[src/pipelinePkg.sv]
package pipelinePkg;

   // Data and address width of the core.
   localparam int WordSize = 32;

   // Width of a register index, x0 to x31.
   localparam int RegIdxSize = 5;

   // Writeback result source, as decoded upstream.
   typedef enum logic [1:0] {
      srcAlu = 2'b00,
      srcMem = 2'b01,
      srcPc4 = 2'b10
   } resultSrcE;

endpackage

[src/registerFile.sv]
`timescale 1ns/10ps

module registerFile (
   input  logic                               clk,
   input  logic                               rst,
   input  logic                               writeEnable,
   input  logic [pipelinePkg::RegIdxSize-1:0] writeAddr,
   input  logic [pipelinePkg::WordSize-1:0]   writeData,
   input  logic [pipelinePkg::RegIdxSize-1:0] readAddrA,
   input  logic [pipelinePkg::RegIdxSize-1:0] readAddrB,
   output logic [pipelinePkg::WordSize-1:0]   readDataA,
   output logic [pipelinePkg::WordSize-1:0]   readDataB
);

   localparam int NumRegs = 2 ** pipelinePkg::RegIdxSize;

   logic [pipelinePkg::WordSize-1:0] regs [NumRegs];

   always_ff @(posedge clk or posedge rst) begin
      if (rst) begin
         for (int r = 0; r < NumRegs; r++) begin
            regs[r] <= '0;
         end
      end else if (writeEnable && (writeAddr != '0)) begin
         regs[writeAddr] <= writeData;
      end
   end

   // Combinational reads, x0 always zero.
   assign readDataA = (readAddrA == '0) ? '0 : regs[readAddrA];
   assign readDataB = (readAddrB == '0) ? '0 : regs[readAddrB];

endmodule

[config.mk]
export PLATFORM = sky130hd
export DESIGN_NAME = registerFile
export DESIGN_NICKNAME = d
export VERILOG_FILES = /design/src/pipelinePkg.sv /design/src/registerFile.sv
export SDC_FILE = /design/constraint.sdc
export NUM_CORES = 2
export LEC_CHECK = 0
export BUFFER_PORTS_ARGS = -buffer_cell sky130_fd_sc_hd__buf_2
export CAP_MARGIN = 5
export CORE_ASPECT_RATIO = 0.6
export CORE_UTILIZATION = 33
export DETAILED_ROUTE_END_ITERATION = 12
export GPL_TIMING_DRIVEN = 0
export PLACE_DENSITY = 0.45
export SYNTH_ARGS = -nofsm -noshare
export SYNTH_HDL_FRONTEND = slang
export SYNTH_SLANG_ARGS = --single-unit
[constraint.sdc]
create_clock -name clk -period 72.2 [get_ports clk]
set_input_delay 7.22 -clock clk [delete_from_list [all_inputs] [get_ports clk]]
set_output_delay 7.22 -clock clk [all_outputs]
set_load 0.1 [all_outputs]
==> results list <==
- Violated checks: capacitance limit, slew limit
* Via-to-Cell Ratio: 6.26
- Core area: 0.164 mm2
* Post-route design area: between 0.06 and 0.07 mm2
- Maximum clock frequency: a little over 0.05 GHz
- The worst pin sits at a relative slew slack of -3.80%.
* Final setup viols: 0
- Sequential fraction of the synthesis area: 46.8%
- Total number of H-tree levels: 3
- Area after DPL: 0.0585 mm2
- The worst hold path belongs to the class flip-flop to flip-flop.
- The final critical path takes up 26.7% of the cycle.
- Multi-input combinational cell area: 0.0269 mm2
- Final critical-path required period: 19.30 ns
- Port buffering added 107 buffers.
- By startpoint and endpoint, the worst setup path is classified as input pin to primary output.
- Startpoint type of the worst setup path: input pin
- Cell count after synthesis: 3,692
- Data arrival time of the worst path: 12.08 ns
- The initial antenna violation count came to 23.
- The floorplan step set the die height to 317 um.
- Relative area change from synthesis to final layout: 13.9%
* Setup TNS: 0 ns
* Synth cell count leaders: 1,037 x sky130_fd_sc_hd__mux2_2, 1,024 x sky130_fd_sc_hd__dfrtp_1, 397 x sky130_fd_sc_hd__mux4_2
- In the final routed layout, each cell accounts on average for 42.4 um.
- Most used flip-flop cell after synthesis: sky130_fd_sc_hd__dfrtp_1
- For this run, the total global-route usage over all layers was measured as 31.4%.
- Final Wtd Congestion: 0.947
- Number of endpoints with negative hold slack in the final report: 0
* Worst reg-to-reg setup slack: 71.36 ns
- Sorting the synthesized cells by area gives the leading types as sky130_fd_sc_hd__dfrtp_1 47%, sky130_fd_sc_hd__mux2_2 21%, sky130_fd_sc_hd__mux4_2 16%.
- The final layout contains routed wiring with a total length of around 260 mm.
- Actual slew at the worst max-slew pin: 1.56 ns
- Once the clock tree was built, the resizer swapped 0 gates to a different size.
- Crit path required time: ~65 ns
- # nets final: 3,985
* Setup repair bufs after CTS: 0
- DRT Pass-1 Iters: 5
* Remaining global-route overflow: 0
- After the first detailed-routing iteration, the DRC count stood at around 5,600.
* Synth unique cells: 48
* Number of top-level pins: 114
- The final max-slew violation count was 13.
- Max-cap violations in this run came to 5.
* Max FFs per register: 1,024
- Static leakage power: 26.8 nW
- Largest registers ranked by flip-flop count: regs (1024)
- Cell type with the largest total area after synthesis: sky130_fd_sc_hd__dfrtp_1
* Largest net degree at the start of global routing: 121
- Remaining antenna violation count after routing: 0
- Worst supply voltage drop on vdd: roughly 20 uV
* EDFF count, synth: 0
- Worst-case clock skew: 0 ns
* Critical path capture point type: primary output
* Number of sinks on the clock net: 1,024
- The routed layout has 39,200 vias.
* Initial standard-cell utilization of the core: 33.3%
- Ys Warns: 0
- Setup repair after global routing left no endpoint under its margin.
* Post-synth top area share: 46.8%
- The clock passes through at most 3 buffers.
- First-pass GRT wire length: around 360 mm
* Placed wire-length estimate: 190 mm
- Total power per unit cell area: roughly 29 mW/mm2
* Number of fillers in the final layout: 15,700
- Number of remaining DRC errors: 0
* Total nets after synthesis: 3,742
- The mapped netlist covers roughly 0.055 mm2.
- The floorplan step defined a die boundary enclosing 0.168 mm2.
- In this run the worst path has a maximum fanout of 10.
- The synthesized design contains slightly above 1,000 register bits.
- Vias in the first global route: 38,300
- Across the whole layout, storage elements account for 0.0256 mm2.
* Mean cell area of the mapped netlist: ~15 um2
* Proportion of register bits with asynchronous set or reset after synthesis: 100%
* Clk Latency, worst-skew pair: 0.70 ns
- Horizontal die dimension: 528 um
- TritonCTS built the clock tree.
- The run finished, with violations left.
- Hold_buf cts: 0
* Proportion of layout cells with a drive suffix above 1: between 40% and 50%
- Clock tree synthesis inserted a total of between 100 and 150 buffers.
- CTS placed an instance of sky130_fd_sc_hd__clkbuf_16 at the clock tree root.
- Clock-pin slew was measured on the worst setup and hold paths at ~0.06 ns.
- The floorplan has ~120 rows.
* Register containing the most flip-flops in the final layout: regs
- Library cell with the highest instance count after synthesis: sky130_fd_sc_hd__mux2_2
==> critical path, stage by stage <==
cell and delay (ns):
sky130_fd_sc_hd__buf_2 0.11, sky130_fd_sc_hd__buf_2 0.66, sky130_fd_sc_hd__buf_2 0.73, sky130_fd_sc_hd__nand2_1 0.70
sky130_fd_sc_hd__clkbuf_1 0.75, sky130_fd_sc_hd__o32ai_1 1.28, sky130_fd_sc_hd__nor4_1 0.22, sky130_fd_sc_hd__buf_2 0.38
==> through the flow <==
stage | worst slack (ns) | power [mW] | util [%] | hold slack [ns] | std cells
3_5_place_dp | 53.09 | 1.20 | 35.6 | 0.472 | 6046
3_3_place_gp | 21.77 | 1.19 | 35.3 | 0.465 | 6022
4_1_cts | 53.08 | 1.81 | 37.9 | 0.487 | 6242
6_report | 52.90 | 1.81 | 37.9 | 0.487 | 6253
5_1_grt | 53.07 | 1.87 | 37.9 | 0.506 | 6247
2_1_floorplan | 36.16 | 1.06 | - | 0.441 | 3692
==> routing by layer <==
metal	part of all wire (%)	up-vias	global-route usage, %
li1	-	14800	-
met1	45	21600	47.5
met2	39	2374	40.9
met3	13	394	11.6
met4	3.3	10	9.32
met5	0.020	-	0
==> cells in the final DEF (no fill, tap or decap), types with 21 or more instances in the layout <==
cell type                   Yosys  final
sky130_fd_sc_hd__a21oi_1       43     43
sky130_fd_sc_hd__nor2b_1       42     42
sky130_fd_sc_hd__buf_1         49     47
sky130_fd_sc_hd__o221ai_1      21     21
sky130_fd_sc_hd__clkbuf_2       1     21
sky130_fd_sc_hd__dfrtp_1     1024   1024
sky130_fd_sc_hd__nand2_1       41     41
sky130_fd_sc_hd__a22oi_1       77     77
sky130_fd_sc_hd__clkbuf_8       0     32
sky130_fd_sc_hd__nor3_1        33     33
sky130_fd_sc_hd__clkbuf_16      0    113
sky130_fd_sc_hd__mux4_2       397    397
sky130_fd_sc_hd__mux2i_1      271    271
sky130_fd_sc_hd__a2111oi_0     29     25
sky130_fd_sc_hd__mux2_2      1037   1037
sky130_fd_sc_hd__a22o_1        42     42
sky130_fd_sc_hd__buf_6         34     34
sky130_fd_sc_hd__clkbuf_1     225    234
sky130_fd_sc_hd__o22ai_1       40     40
sky130_fd_sc_hd__a211oi_1      37     37
sky130_fd_sc_hd__buf_2         85    198
==> worst paths after layout <==
path	from	end	cells after the start
min in group asynchronous	rst	regs[97]	2
worst min-delay path	regs[993]	regs[993]	1
worst max-delay path	readAddrB[3]	readDataB[19]	8
max in group asynchronous	rst	regs[884]	5
worst max register to register	regs[370]	regs[370]	1
worst min register to register	regs[993]	regs[993]	1
==> area by class of cell <==
type / instances / area share, %
clock inverters: 22 / 0.552
flip-flops and latches: 1024 / 41.1
repair buffers: 135 / 1.67
inverters: 3 / 0.0301
clock buffers: 174 / 5.42
plain buffers: 427 / 3.57
well taps: 2223 / 4.46
multi-input cells: 2238 / 43.2
diodes: 7 / 0.0281
==> power breakdown <==
group          internal [mW]  switching (mW)
clock                  0.350           0.260
sequential             0.683          0.0910
combinational          0.204           0.222
==> cells by family after synthesis <==
logic type / Yosys count / synth area share, %
compound gates: 326 / 4.46
buf+inv: 430 / 4.03
simple gates: 207 / 2.06
flops: 1024 / 46.8
mux: 1705 / 42.6
No activity file was read; power rests on OpenSTA's default activity.
