--- src/pipelinePkg.sv ---
package pipelinePkg;

   // Data and address width of the core.
   localparam int WordSize = 32;

   // Width of a register index, x0 to x31.
   localparam int RegIdxSize = 5;

   // Writeback result source, as decoded upstream.
   typedef enum logic [1:0] {
      srcAlu = 2'b00,
      srcMem = 2'b01,
      srcPc4 = 2'b10
   } resultSrcE;

endpackage

--- src/stageBusIf.sv ---
`timescale 1ns/10ps

interface stageBusIf;

   logic                                valid;
   logic [pipelinePkg::WordSize-1:0]    aluResult;
   logic [pipelinePkg::WordSize-1:0]    readData;
   logic [pipelinePkg::WordSize-1:0]    pcPlus4;
   logic [pipelinePkg::RegIdxSize-1:0]  rd;
   logic                                regWrite;
   pipelinePkg::resultSrcE              resultSrc;

   // Sink has no ready, it takes every valid cycle.
   modport source (
      output valid, aluResult, readData, pcPlus4, rd, regWrite, resultSrc
   );

   modport sink (
      input  valid, aluResult, readData, pcPlus4, rd, regWrite, resultSrc
   );

endinterface

--- src/writebackStage.sv ---
`timescale 1ns/10ps

module writebackStage (
   input  logic                               clk,
   input  logic                               rst,
   stageBusIf.sink                            bus,
   output logic                               wbValid,
   output logic [pipelinePkg::RegIdxSize-1:0] rdW,
   output logic [pipelinePkg::WordSize-1:0]   resultW,
   output logic                               regWriteW,
   output logic                               creditReturn
);

   logic [pipelinePkg::WordSize-1:0] selected;
   logic [pipelinePkg::WordSize-1:0] lastResult;

   always_comb begin
      case (bus.resultSrc)
         pipelinePkg::srcMem: selected = bus.readData;
         pipelinePkg::srcPc4: selected = bus.pcPlus4;
         default:             selected = bus.aluResult;
      endcase
   end

   // Holds the last retired result between retirements.
   always_ff @(posedge clk or posedge rst) begin
      if (rst) begin
         lastResult <= '0;
      end else if (bus.valid) begin
         lastResult <= selected;
      end
   end

   assign resultW      = bus.valid ? selected : lastResult;
   assign wbValid      = bus.valid;
   assign rdW          = bus.rd;
   // x0 writes are dropped here.
   assign regWriteW    = bus.valid && bus.regWrite && (bus.rd != '0);
   // One credit back per retirement.
   assign creditReturn = bus.valid;

endmodule

--- src/flat_wrapper.sv ---
// flat-port wrapper written by rule: the top's interface ports become plain ports
module writebackStage_flat 
  (clk, rst, wbValid, rdW, resultW, regWriteW, creditReturn, bus_valid, bus_aluResult, bus_readData, bus_pcPlus4, bus_rd, bus_regWrite, bus_resultSrc);
  stageBusIf bus_i ();
  input  logic clk;
  input  logic rst;
  output logic wbValid;
  output logic [pipelinePkg::RegIdxSize-1:0] rdW;
  output logic [pipelinePkg::WordSize-1:0] resultW;
  output logic regWriteW;
  output logic creditReturn;
  input wire logic [$bits(bus_i.valid)-1:0] bus_valid;
  input wire logic [$bits(bus_i.aluResult)-1:0] bus_aluResult;
  input wire logic [$bits(bus_i.readData)-1:0] bus_readData;
  input wire logic [$bits(bus_i.pcPlus4)-1:0] bus_pcPlus4;
  input wire logic [$bits(bus_i.rd)-1:0] bus_rd;
  input wire logic [$bits(bus_i.regWrite)-1:0] bus_regWrite;
  input wire logic [$bits(bus_i.resultSrc)-1:0] bus_resultSrc;
  assign bus_i.valid = bus_valid;
  assign bus_i.aluResult = bus_aluResult;
  assign bus_i.readData = bus_readData;
  assign bus_i.pcPlus4 = bus_pcPlus4;
  assign bus_i.rd = bus_rd;
  assign bus_i.regWrite = bus_regWrite;
  assign bus_i.resultSrc = bus_resultSrc;
  writebackStage u_core (.clk(clk), .rst(rst), .bus(bus_i), .wbValid(wbValid), .rdW(rdW), .resultW(resultW), .regWriteW(regWriteW), .creditReturn(creditReturn));
endmodule
--- config.mk ---
export PLATFORM = sky130hd
export DESIGN_NAME = writebackStage_flat
export DESIGN_NICKNAME = d
export VERILOG_FILES = /design/src/pipelinePkg.sv /design/src/stageBusIf.sv /design/src/writebackStage.sv /design/src/flat_wrapper.sv
export SDC_FILE = /design/constraint.sdc
export NUM_CORES = 1
export LEC_CHECK = 0
export BUFFER_PORTS_ARGS = -buffer_cell sky130_fd_sc_hd__buf_4
export CAP_MARGIN = 20
export CORE_ASPECT_RATIO = 1.2
export CORE_UTILIZATION = 36
export DETAILED_ROUTE_END_ITERATION = 7
export GPL_TIMING_DRIVEN = 0
export MAX_ROUTING_LAYER = met4
export PLACE_DENSITY = 0.79
export SYNTH_ARGS = -nofsm -noshare
export SYNTH_HDL_FRONTEND = slang
export SYNTH_SLANG_ARGS = --single-unit
--- constraint.sdc ---
create_clock -name clk -period 6 [get_ports clk]
set_input_delay 1.8 -clock clk [delete_from_list [all_inputs] [get_ports clk]]
set_output_delay 1.8 -clock clk [all_outputs]
set_load 0.005 [all_outputs]
==> results.yml <==
floorplan:
  die_h_um: 76.9
  rows: 26
  io_pins: 147
  dieArea_um2: 4950
  core_area_um2: 4360
  die_w_um: 64.4
  initial_core_util_pct: 38.6
setup_path:
  path_cells: "buf_4, inv_1, ha_1, and2b_4, buf_6, a31oi_1, buf_4"
  slowest_stage: "ha_1"
  slowest_delay_ns: 0.34
  ff2ff_path_depth: 2
  worstSetupEndpointType: "primary output"
  critPathMaxFanout: 10
  crit_family: "buffers and inverters"
  crit_cells: 7
  critPathMostFrequentCell: "buf_4"
  crit_type: "in2out"
  worstPathArrival_ns: 3.02
  cp-start-kind: "input pin"
  cp_num_buf_inv: 4
  cp.required_ns: 4.20
logic_synthesis:
  ys_warn_count: 0
  yosys.cell_types.count: 15
  synth_cells: 193
  synth.top_cell.area_share_pct: 47.6
  synth-seq-area-share_pct: 47.6
  synth_area_per_cell_um2: 8.72
  synth_area_um2: 1680
  synth-seq-cells: 32
  yosysTopAreaCell: "dfrtp_1"
  synth_nets: 302
  synth_area_leaders: "dfrtp_1 (48%), nand2_1 (14%), a31oi_1 (12%), o22ai_1 (12%), buf_4 (4.9%)"
layout:
  final_area_um2: 2950
  reg_top3: "u_core.lastResult (32)"
  regMostFlops: "u_core.lastResult"
  drive_gt1_share_pct: 51.2
  multi_input_area_um2: 709
  seq_area_um2: 801
  layout_commonest_cell: "buf_4"
  nets: 455
  instances_no_fill: 402
  area_growth_pct: 75.1
  largest_register_ffs: 32
  diodes: 0
  nFillCells: 397
  final_cell_mix: "buf_4 (156), nand2_1 (64), a31oi_1 (32), dfrtp_1 (32), o22ai_1 (31)"
sta:
  maxSlewViolCount: 0
  finalCritPeriodShare_pct: 80.4
  setup_tns_ns: 0
  setup_viol: 0
  skew_ns: 0
  tightest_slew_ns: 0.669
  relSlewSlack_pct: 55.4
  hold_viol_final: 0
  fin_crit_ns: 4.82
  worst_slack_ns: 1.18
  rsz0062_at_grt: "false"
  timing.fmax_mhz: 207
global_route:
  grt_pass1_wl_um: 9960
  antenna_found_initial: 0
  grt_max_degree: 19
  grt-ovfl-total: 0
  grtUsageTotal_pct: 26.8
  grt_pass1_vias: 2118
flow_run:
  drv_cap: 0
clock_network:
  clock_latency_ns: 0.27
  numClockSinks: 32
  cts_root_buf: "clkbuf_8"
  clk_pin_slew_worst_paths_ns: 0.06
  numCtsBuffers: 5
  cts_setup_buffers: 0
  cts_resized: 0
  clockBufferDepth: 2
  cts_tree: "done"
  h-tree-depth: 2
  hold_buffers: 0
place:
  dpl_cell_area_um2: 2870
  port_buffers: 145
  gp_congestion: 0.872
  hpwl_um: 4760
  pre_cts_slack_ns: 1.18
  placedCellCount: 395
routing:
  wl_per_cell_um: 15.2
  drc: 0
  drt_iter0_drc: 133
  num_vias: 2065
  dr.pass1.iters: 4
  routed_wl_um: 6100
  final_antenna_net_count: 0
  drt-vias-per-instance: 5.14
pwr:
  peakVddDrop_uv: 117
  powerDensity_nw_per_um2: 211
  leakagePower_nw: 1.44
  finalPower_mw: 0.621
run_status:
  status: "finished, final reports clean"
hold_path:
  min_path_type: "reg2reg"
  min_path_cells: 2
==> through the flow <==
step	hold slack (ns)	util, %
after floorplan	0.582	-
after global placement	0.587	65.2
after detailed placement	0.601	65.8
after CTS	0.607	67.6
after global routing	0.634	67.6
final	0.604	67.6
==> report_power, final <==
| group | switching, mW | internal [mW] | leakage [nW] |
|---|---|---|---|
| combinational | 0.0883 | 0.125 | 1.03 |
| sequential | 0.00916 | 0.248 | 0.365 |
| clock | 0.0722 | 0.0787 | 0.0410 |
| total | 0.170 | 0.452 | 1.44 |
==> worst paths after layout <==
| path | from | slack (ns) | end |
|---|---|---|---|
| worst min register to register | u_core.lastResult[30] | 0.60 | u_core.lastResult[30] |
| worst max register to register | u_core.lastResult[16] | 5.25 | u_core.lastResult[16] |
| worst min-delay path | u_core.lastResult[30] | 0.60 | u_core.lastResult[30] |
| worst max-delay path | bus_resultSrc[0] | 1.18 | resultW[26] |
| max in group asynchronous | rst | 3.85 | u_core.lastResult[8] |
| min in group asynchronous | rst | 1.63 | u_core.lastResult[14] |
==> cell families after synthesis <==
kind of cell | after synthesis | share of synthesized area [%]
adder cells (fa/ha/maj) | 2 | 1.49
AO/OA/AOI/OAI | 65 | 24.3
AND/OR/NAND/NOR | 68 | 16.4
buffers and inverters | 26 | 10.3
flip-flops | 32 | 47.6
==> tightest hold or removal path, cell delays in order (launching register included) <==
cell     delay (ns)
dfrtp_1        0.36
o21ai_0        0.15
a31oi_1        0.06
==> cell usage after synthesis, drive strengths merged <==
master  count
o22ai      31
and2b       1
buf        23
inv         3
nand3b      1
or3         1
dfrtp      32
o311a       1
a31oi      32
nand2      65
o21ai       1
ha          2
==> area by class of cell <==
cell class | instances | area share [%]
Clock inverter | 1 | 0.170
Inverter | 3 | 0.382
Sequential cell | 32 | 27.2
Clock buffer | 6 | 2.46
Tap cell | 56 | 2.38
Timing Repair Buffer | 146 | 37.9
Multi-Input combinational cell | 135 | 24.1
Buffer | 23 | 5.48
==> routing by layer <==
metal	track usage [%]	part of all wire (%)
met1	30.1	39
met3	4.91	6.5
met2	47.1	52
met5	-	0
met4	9.11	1.9
(Power assumes the default switching activity.)
