`src/pipelinePkg.sv`:
```
package pipelinePkg;

   // Data and address width of the core.
   localparam int WordSize = 32;

   // Width of a register index, x0 to x31.
   localparam int RegIdxSize = 5;

   // Writeback result source, as decoded upstream.
   typedef enum logic [1:0] {
      srcAlu = 2'b00,
      srcMem = 2'b01,
      srcPc4 = 2'b10
   } resultSrcE;

endpackage

```
`src/memRequestIf.sv`:
```
`timescale 1ns/10ps

interface memRequestIf;

   logic                                reqValid;
   logic                                reqWrite;
   // Word address, byte offset already dropped.
   logic [pipelinePkg::WordSize-3:0]    reqAddr;
   logic [pipelinePkg::WordSize-1:0]    reqWdata;
   logic                                rspValid;
   logic [pipelinePkg::WordSize-1:0]    rspData;

   modport requester (
      output reqValid, reqWrite, reqAddr, reqWdata,
      input  rspValid, rspData
   );

   modport memory (
      input  reqValid, reqWrite, reqAddr, reqWdata,
      output rspValid, rspData
   );

endinterface

```
`src/stageBusIf.sv`:
```
`timescale 1ns/10ps

interface stageBusIf;

   logic                                valid;
   logic [pipelinePkg::WordSize-1:0]    aluResult;
   logic [pipelinePkg::WordSize-1:0]    readData;
   logic [pipelinePkg::WordSize-1:0]    pcPlus4;
   logic [pipelinePkg::RegIdxSize-1:0]  rd;
   logic                                regWrite;
   pipelinePkg::resultSrcE              resultSrc;

   // Sink has no ready, it takes every valid cycle.
   modport source (
      output valid, aluResult, readData, pcPlus4, rd, regWrite, resultSrc
   );

   modport sink (
      input  valid, aluResult, readData, pcPlus4, rd, regWrite, resultSrc
   );

endinterface

```
`src/memoryStage.sv`:
```
`timescale 1ns/10ps

module memoryStage #(
   parameter int MemLatency = 5
) (
   input  logic                               clk,
   input  logic                               rst,
   input  logic                               inValid,
   input  logic [pipelinePkg::WordSize-1:0]   aluResult,
   input  logic [pipelinePkg::WordSize-1:0]   writeData,
   input  logic [pipelinePkg::WordSize-1:0]   pcPlus4,
   input  logic [pipelinePkg::RegIdxSize-1:0] rd,
   input  logic                               regWrite,
   input  logic                               memWrite,
   input  pipelinePkg::resultSrcE             resultSrc,
   memRequestIf.requester                     mem,
   stageBusIf.source                          bus,
   output logic [31:0]                        pendingMask
);

   localparam int NumRegs   = 2 ** pipelinePkg::RegIdxSize;
   // Wide enough for every instruction that can be in flight.
   localparam int CountBits = $clog2(MemLatency + 2) + 1;

   logic                               reqValidQ;
   logic                               memWriteQ;
   logic                               regWriteQ;
   logic [pipelinePkg::WordSize-1:0]   aluQ;
   logic [pipelinePkg::WordSize-1:0]   writeDataQ;
   logic [pipelinePkg::WordSize-1:0]   pcPlus4Q;
   logic [pipelinePkg::RegIdxSize-1:0] rdQ;
   pipelinePkg::resultSrcE             srcQ;

   logic [pipelinePkg::WordSize-1:0]   aluPipe [MemLatency];
   logic [pipelinePkg::WordSize-1:0]   pcPlus4Pipe [MemLatency];
   logic [pipelinePkg::RegIdxSize-1:0] rdPipe [MemLatency];
   logic                               regWritePipe [MemLatency];
   pipelinePkg::resultSrcE             srcPipe [MemLatency];

   logic                               retireWrite;
   logic [pipelinePkg::RegIdxSize-1:0] retireRd;
   logic [NumRegs-1:0]                 incMask;
   logic [NumRegs-1:0]                 decMask;
   logic [CountBits-1:0]               pendCount [NumRegs];

   // Request register, the memory sees it one edge after acceptance.
   always_ff @(posedge clk or posedge rst) begin
      if (rst) begin
         reqValidQ <= 1'b0;
      end else begin
         reqValidQ <= inValid;
      end
   end

   always_ff @(posedge clk) begin
      if (inValid) begin
         memWriteQ  <= memWrite;
         regWriteQ  <= regWrite;
         aluQ       <= aluResult;
         writeDataQ <= writeData;
         pcPlus4Q   <= pcPlus4;
         rdQ        <= rd;
         srcQ       <= resultSrc;
      end
   end

   assign mem.reqValid = reqValidQ;
   assign mem.reqWrite = memWriteQ;
   assign mem.reqAddr  = aluQ[pipelinePkg::WordSize-1:2];
   assign mem.reqWdata = writeDataQ;

   // Metadata shifts in lockstep with the memory pipeline.
   always_ff @(posedge clk) begin
      aluPipe[0]      <= aluQ;
      pcPlus4Pipe[0]  <= pcPlus4Q;
      rdPipe[0]       <= rdQ;
      regWritePipe[0] <= regWriteQ;
      srcPipe[0]      <= srcQ;
      for (int i = 1; i < MemLatency; i++) begin
         aluPipe[i]      <= aluPipe[i-1];
         pcPlus4Pipe[i]  <= pcPlus4Pipe[i-1];
         rdPipe[i]       <= rdPipe[i-1];
         regWritePipe[i] <= regWritePipe[i-1];
         srcPipe[i]      <= srcPipe[i-1];
      end
   end

   // Pipeline register towards writeback.
   always_ff @(posedge clk or posedge rst) begin
      if (rst) begin
         bus.valid <= 1'b0;
      end else begin
         bus.valid <= mem.rspValid;
      end
   end

   always_ff @(posedge clk) begin
      if (mem.rspValid) begin
         bus.aluResult <= aluPipe[MemLatency-1];
         bus.readData  <= mem.rspData;
         bus.pcPlus4   <= pcPlus4Pipe[MemLatency-1];
         bus.rd        <= rdPipe[MemLatency-1];
         bus.regWrite  <= regWritePipe[MemLatency-1];
         bus.resultSrc <= srcPipe[MemLatency-1];
      end
   end

   // Pending writes, set on accept and cleared as the bus register loads.
   assign retireWrite = mem.rspValid && regWritePipe[MemLatency-1];
   assign retireRd    = rdPipe[MemLatency-1];

   always_comb begin
      for (int r = 0; r < NumRegs; r++) begin
         incMask[r] = inValid && regWrite && (rd == r) && (r != 0);
         decMask[r] = retireWrite && (retireRd == r) && (r != 0);
      end
   end

   // Counters cover several in-flight writers of one register.
   always_ff @(posedge clk or posedge rst) begin
      if (rst) begin
         for (int r = 0; r < NumRegs; r++) begin
            pendCount[r] <= '0;
         end
      end else begin
         for (int r = 0; r < NumRegs; r++) begin
            if (incMask[r] && !decMask[r]) begin
               pendCount[r] <= pendCount[r] + 1'b1;
            end else if (decMask[r] && !incMask[r]) begin
               pendCount[r] <= pendCount[r] - 1'b1;
            end
         end
      end
   end

   always_comb begin
      for (int r = 0; r < NumRegs; r++) begin
         pendingMask[r] = (pendCount[r] != '0);
      end
   end

endmodule

```
`src/flat_wrapper.sv`:
```
// flat-port wrapper written by rule: the top's interface ports become plain ports
module memoryStage_flat 
#(
   parameter int MemLatency = 5
)
  (clk, rst, inValid, aluResult, writeData, pcPlus4, rd, regWrite, memWrite, resultSrc, pendingMask, mem_reqValid, mem_reqWrite, mem_reqAddr, mem_reqWdata, mem_rspValid, mem_rspData, bus_valid, bus_aluResult, bus_readData, bus_pcPlus4, bus_rd, bus_regWrite, bus_resultSrc);
  memRequestIf mem_i ();
  stageBusIf bus_i ();
  input  logic clk;
  input  logic rst;
  input  logic inValid;
  input  logic [pipelinePkg::WordSize-1:0] aluResult;
  input  logic [pipelinePkg::WordSize-1:0] writeData;
  input  logic [pipelinePkg::WordSize-1:0] pcPlus4;
  input  logic [pipelinePkg::RegIdxSize-1:0] rd;
  input  logic regWrite;
  input  logic memWrite;
  input  pipelinePkg::resultSrcE resultSrc;
  output logic [31:0] pendingMask;
  output wire logic [$bits(mem_i.reqValid)-1:0] mem_reqValid;
  output wire logic [$bits(mem_i.reqWrite)-1:0] mem_reqWrite;
  output wire logic [$bits(mem_i.reqAddr)-1:0] mem_reqAddr;
  output wire logic [$bits(mem_i.reqWdata)-1:0] mem_reqWdata;
  input wire logic [$bits(mem_i.rspValid)-1:0] mem_rspValid;
  input wire logic [$bits(mem_i.rspData)-1:0] mem_rspData;
  output wire logic [$bits(bus_i.valid)-1:0] bus_valid;
  output wire logic [$bits(bus_i.aluResult)-1:0] bus_aluResult;
  output wire logic [$bits(bus_i.readData)-1:0] bus_readData;
  output wire logic [$bits(bus_i.pcPlus4)-1:0] bus_pcPlus4;
  output wire logic [$bits(bus_i.rd)-1:0] bus_rd;
  output wire logic [$bits(bus_i.regWrite)-1:0] bus_regWrite;
  output wire logic [$bits(bus_i.resultSrc)-1:0] bus_resultSrc;
  assign mem_reqValid = mem_i.reqValid;
  assign mem_reqWrite = mem_i.reqWrite;
  assign mem_reqAddr = mem_i.reqAddr;
  assign mem_reqWdata = mem_i.reqWdata;
  assign mem_i.rspValid = mem_rspValid;
  assign mem_i.rspData = mem_rspData;
  assign bus_valid = bus_i.valid;
  assign bus_aluResult = bus_i.aluResult;
  assign bus_readData = bus_i.readData;
  assign bus_pcPlus4 = bus_i.pcPlus4;
  assign bus_rd = bus_i.rd;
  assign bus_regWrite = bus_i.regWrite;
  assign bus_resultSrc = bus_i.resultSrc;
  memoryStage #(.MemLatency(MemLatency)) u_core (.clk(clk), .rst(rst), .inValid(inValid), .aluResult(aluResult), .writeData(writeData), .pcPlus4(pcPlus4), .rd(rd), .regWrite(regWrite), .memWrite(memWrite), .resultSrc(resultSrc), .mem(mem_i), .bus(bus_i), .pendingMask(pendingMask));
endmodule
```
`config.mk`:
```
export PLATFORM = sky130hd
export DESIGN_NAME = memoryStage_flat
export DESIGN_NICKNAME = d
export VERILOG_FILES = /design/src/pipelinePkg.sv /design/src/memRequestIf.sv /design/src/stageBusIf.sv /design/src/memoryStage.sv /design/src/flat_wrapper.sv
export SDC_FILE = /design/constraint.sdc
export NUM_CORES = 1
export LEC_CHECK = 0
export BUFFER_PORTS_ARGS = -buffer_cell sky130_fd_sc_hd__buf_4
export CAP_MARGIN = 20
export CORE_UTILIZATION = 40
export CTS_CLUSTER_DIAMETER = 40
export DETAILED_ROUTE_END_ITERATION = 10
export GPL_TIMING_DRIVEN = 0
export SLEW_MARGIN = 20
export SYNTH_ARGS = -nofsm -noshare
export SYNTH_HDL_FRONTEND = slang
export SYNTH_SLANG_ARGS = --single-unit
```
`constraint.sdc`:
```
create_clock -name clk -period 3.63 [get_ports clk]
set_input_delay 0.5445 -clock clk [delete_from_list [all_inputs] [get_ports clk]]
set_output_delay 0.5445 -clock clk [all_outputs]
set_load 0.005 [all_outputs]
```
==> flow_metrics.tcl <==
set metrics [dict create \
    status "complete, no violations" \
    reg2reg_to "u_core.pendCount[75]" \
    rsz0062_at_grt "no" \
    p_sw_share_pct 27.5 \
    cp_max_fo 108 \
    grt-ovfl-total 0 \
    p_total_mw 23.0 \
    finalSetupViolations 0 \
    finClkSkew_ns 0.0414 \
    synth_top_area_cell "dfxtp_1" \
    cts.repair.resized 0 \
    whs_endpoint "u_core.aluQ[28]" \
    clkPwrFrac_pct 39.1 \
    hold_viol 0 \
    finalCritPeriodShare_pct 89.9 \
    drc 0 \
    cp-end-kind "register" \
    hpwl_mm 32.4 \
    holdPathStages 1 \
    vias_per_cell 4.74 \
    ant_nets 0 \
    holdWs_ns 0.0651 \
    min-delay-start "aluResult[28]" \
    start_kind "input port" \
    cap_viol_max_count 0 \
    clkTransAtPathRegs_ns 0.06 \
    worstMarginPinSlew_ns 1.02 \
    synth.distinct_cells 31 \
    grt_pass1_vias 13800 \
    timing.rr.start "u_core.rdPipe[0][23]" \
    combPwrFrac_pct 17.3 \
    syn_to_final_growth_pct 28.7 \
    p_int_mw 16.7 \
    p_leak_nw 12.5 \
    synth_edf_count 209 \
    die_w_um 247 \
    drv_slew 0 \
    clock_sinks 695 \
    clock.fmax_mhz 306 \
    netlist.area_leader.share_pct 30.1 \
    async_flop_share_pct 18.1 \
    gp_congestion 0.750 \
    finalWirelength_mm 46.3 \
    final_layout_size_suffix_gt1_share_pct 30.8 \
    ys_seq_elements 695 \
    max-slew-margin-rel_pct 32.1 \
    yosysMostFrequentCell "dfxtp_1" \
    wl_per_cell_um 16.1 \
    vias 13600 \
    htree_levels 3 \
    p_seq_share_pct 43.6 \
    die_h_um 247 \
    powerDensity_nw_per_um2 748 \
    grt_max_degree 109 \
    rows 89 \
    ios 342 \
    cts_root_buf "clkbuf_16" \
    p_sw_mw 6.33 \
    firstDrtPassIters 6 \
    cts-buffers-inserted 94 \
    yosysWarnings 0 \
    synthTopCellsByCount "dfxtp_1 (360), edfxtp_1 (209), dfrtp_1 (126)" \
    io_buffer_count 340 \
    crit_arrival_ns 3.78 \
    required_ns 4.14 \
    grt_antenna_before_repair 1 \
    drt-initial-drc-count 530 \
    initial_utilization_pct 40.5 \
    grt_use_total_pct 15.2 \
    clk_latency_ns 0.64 \
    avgSynthCellArea_um2 15.1 \
    cts_tree "yes" \
    startpoint "inValid" \
    reg2reg_depth 10 \
    grt_pass1_wl_mm 72.2 \
    netlist_instances 1586 \
    peakVddDrop_mv 0.455 \
    coreArea_um2 59000 \
    synth.cell_area_um2 23900 \
    cts_buffer_depth 3 \
    crit_type "input port to register" \
    post-route-min-period_ns 3.26 \
    synth_area_leaders "dfxtp_1 (30%), edfxtp_1 (26%), dfrtp_1 (13%)" \
    hp-class "input port to register" \
    syn_nets 1851 \
    ys_seq_area_share_pct 69.6 \
    nets 2293 \
    yosys_most_used_dff "dfxtp_1" \
    dieArea_um2 60800 \
    r2r_slack_ns 0.78 \
]
[how the worst max path moves through the flow]
stage / slack, ns / to / cells after the start
2_1_floorplan: 1.01 / u_core.pendCount[99] / 10
3_3_place_gp: -0.72 / u_core.pendCount[59] / 10
3_5_place_dp: -0.28 / u_core.pendCount[51] / 10
4_1_cts: 0.39 / u_core.pendCount[51] / 10
5_1_grt: 0.14 / u_core.pendCount[51] / 10
6_report: 0.37 / u_core.pendCount[51] / 10
[kinds of logic after synthesis]
| family | after synthesis | share of synthesized area [%] |
|---|---|---|
| other | 1 | 0.0157 |
| and+or+nand+nor | 385 | 9.51 |
| AOI/OAI and AO/OA | 155 | 5.35 |
| muxes | 62 | 2.76 |
| DFF | 695 | 69.6 |
| adders and majority gates | 124 | 7.46 |
| buffers and inverters | 102 | 3.07 |
| xor gates and xnor gates | 62 | 2.27 |
[placed cells by master, fill, tap and decap left out, types with 36 or more instances in the layout]
master	netlist	routed
buf_4	31	369
clkbuf_16	0	102
dfrtp_1	126	126
dfxtp_1	360	360
edfxtp_1	209	209
ha_1	93	93
nand2_1	70	70
nand3_1	36	36
nand3b_1	64	64
or3_1	73	73
or4_1	62	62
xnor2_1	62	62
[worst max-delay path, stage by stage]
cell      delay [ns]
buf_6           0.73
and3_1          0.42
nand3_1         0.17
nor3_1          0.33
ha_1            0.32
inv_1           0.13
ha_1            0.38
or4_1           0.48
nand3_1         0.11
o221ai_2        0.09
[cell type report]
cell class | count | area, um^2
clock buffers | 124 | 2680
inverters | 32 | 124
clock inverters | 52 | 536
fillers | 4937 | 28200
well taps | 773 | 967
plain buffers | 70 | 614
flip-flops and latches | 695 | 16600
diodes | 1 | 2.50
repair buffers | 346 | 2680
multi-input cells | 789 | 6540
[state kept, by name (all words and copies together) (netlist names), 5 cells and up]
register,cells
u_core.aluPipe,160
u_core.aluQ,32
u_core.bus.aluResult,32
u_core.bus.pcPlus4,32
u_core.bus.rd,5
u_core.bus.readData,32
u_core.mem.reqWdata,32
u_core.pcPlus4Pipe,160
u_core.pcPlus4Q,32
u_core.pendCount,124
u_core.rdPipe,25
u_core.rdQ,5
u_core.regWritePipe,5
u_core.srcPipe,10
[layer usage]
metal,vias to the layer above,global-route usage (%),part of all wire [%]
met4,0,6.28,2.4
li1,6629,-,-
met1,6638,17.3,39
met5,-,0,0
met3,82,5.50,7.2
met2,300,25.8,51
[stage by stage]
step	setup TNS [ns]	setup WS, ns	util [%]	std cells	cell area, um^2
after floorplan	0	1.01	-	1586	23900
after global placement	-27.10	-0.718	46.5	2699	27400
after detailed placement	-2.66	-0.281	46.7	2704	27600
after CTS	0	0.392	52.1	2881	30800
after global routing	0	0.142	52.1	2881	30800
final	0	0.366	52.1	2882	30800
[power groups by stage]
stage               Clock (mW)  Combinational (mW)  Sequential (mW)
finish                    9.01                3.99             10.0
global route              9.61                4.50             10.2
CTS                       9.27                4.06             10.0
detailed placement           0                4.03             10.2
global placement             0                3.81             10.1
floorplan                    0                2.67             9.97
[what timing repair did]
action,in CTS,in global routing
buffers inserted,0,0
endpoints found under the hold margin,18,0
hold buffers,1,0
Note: power is estimated with default switching activity, not from simulation.
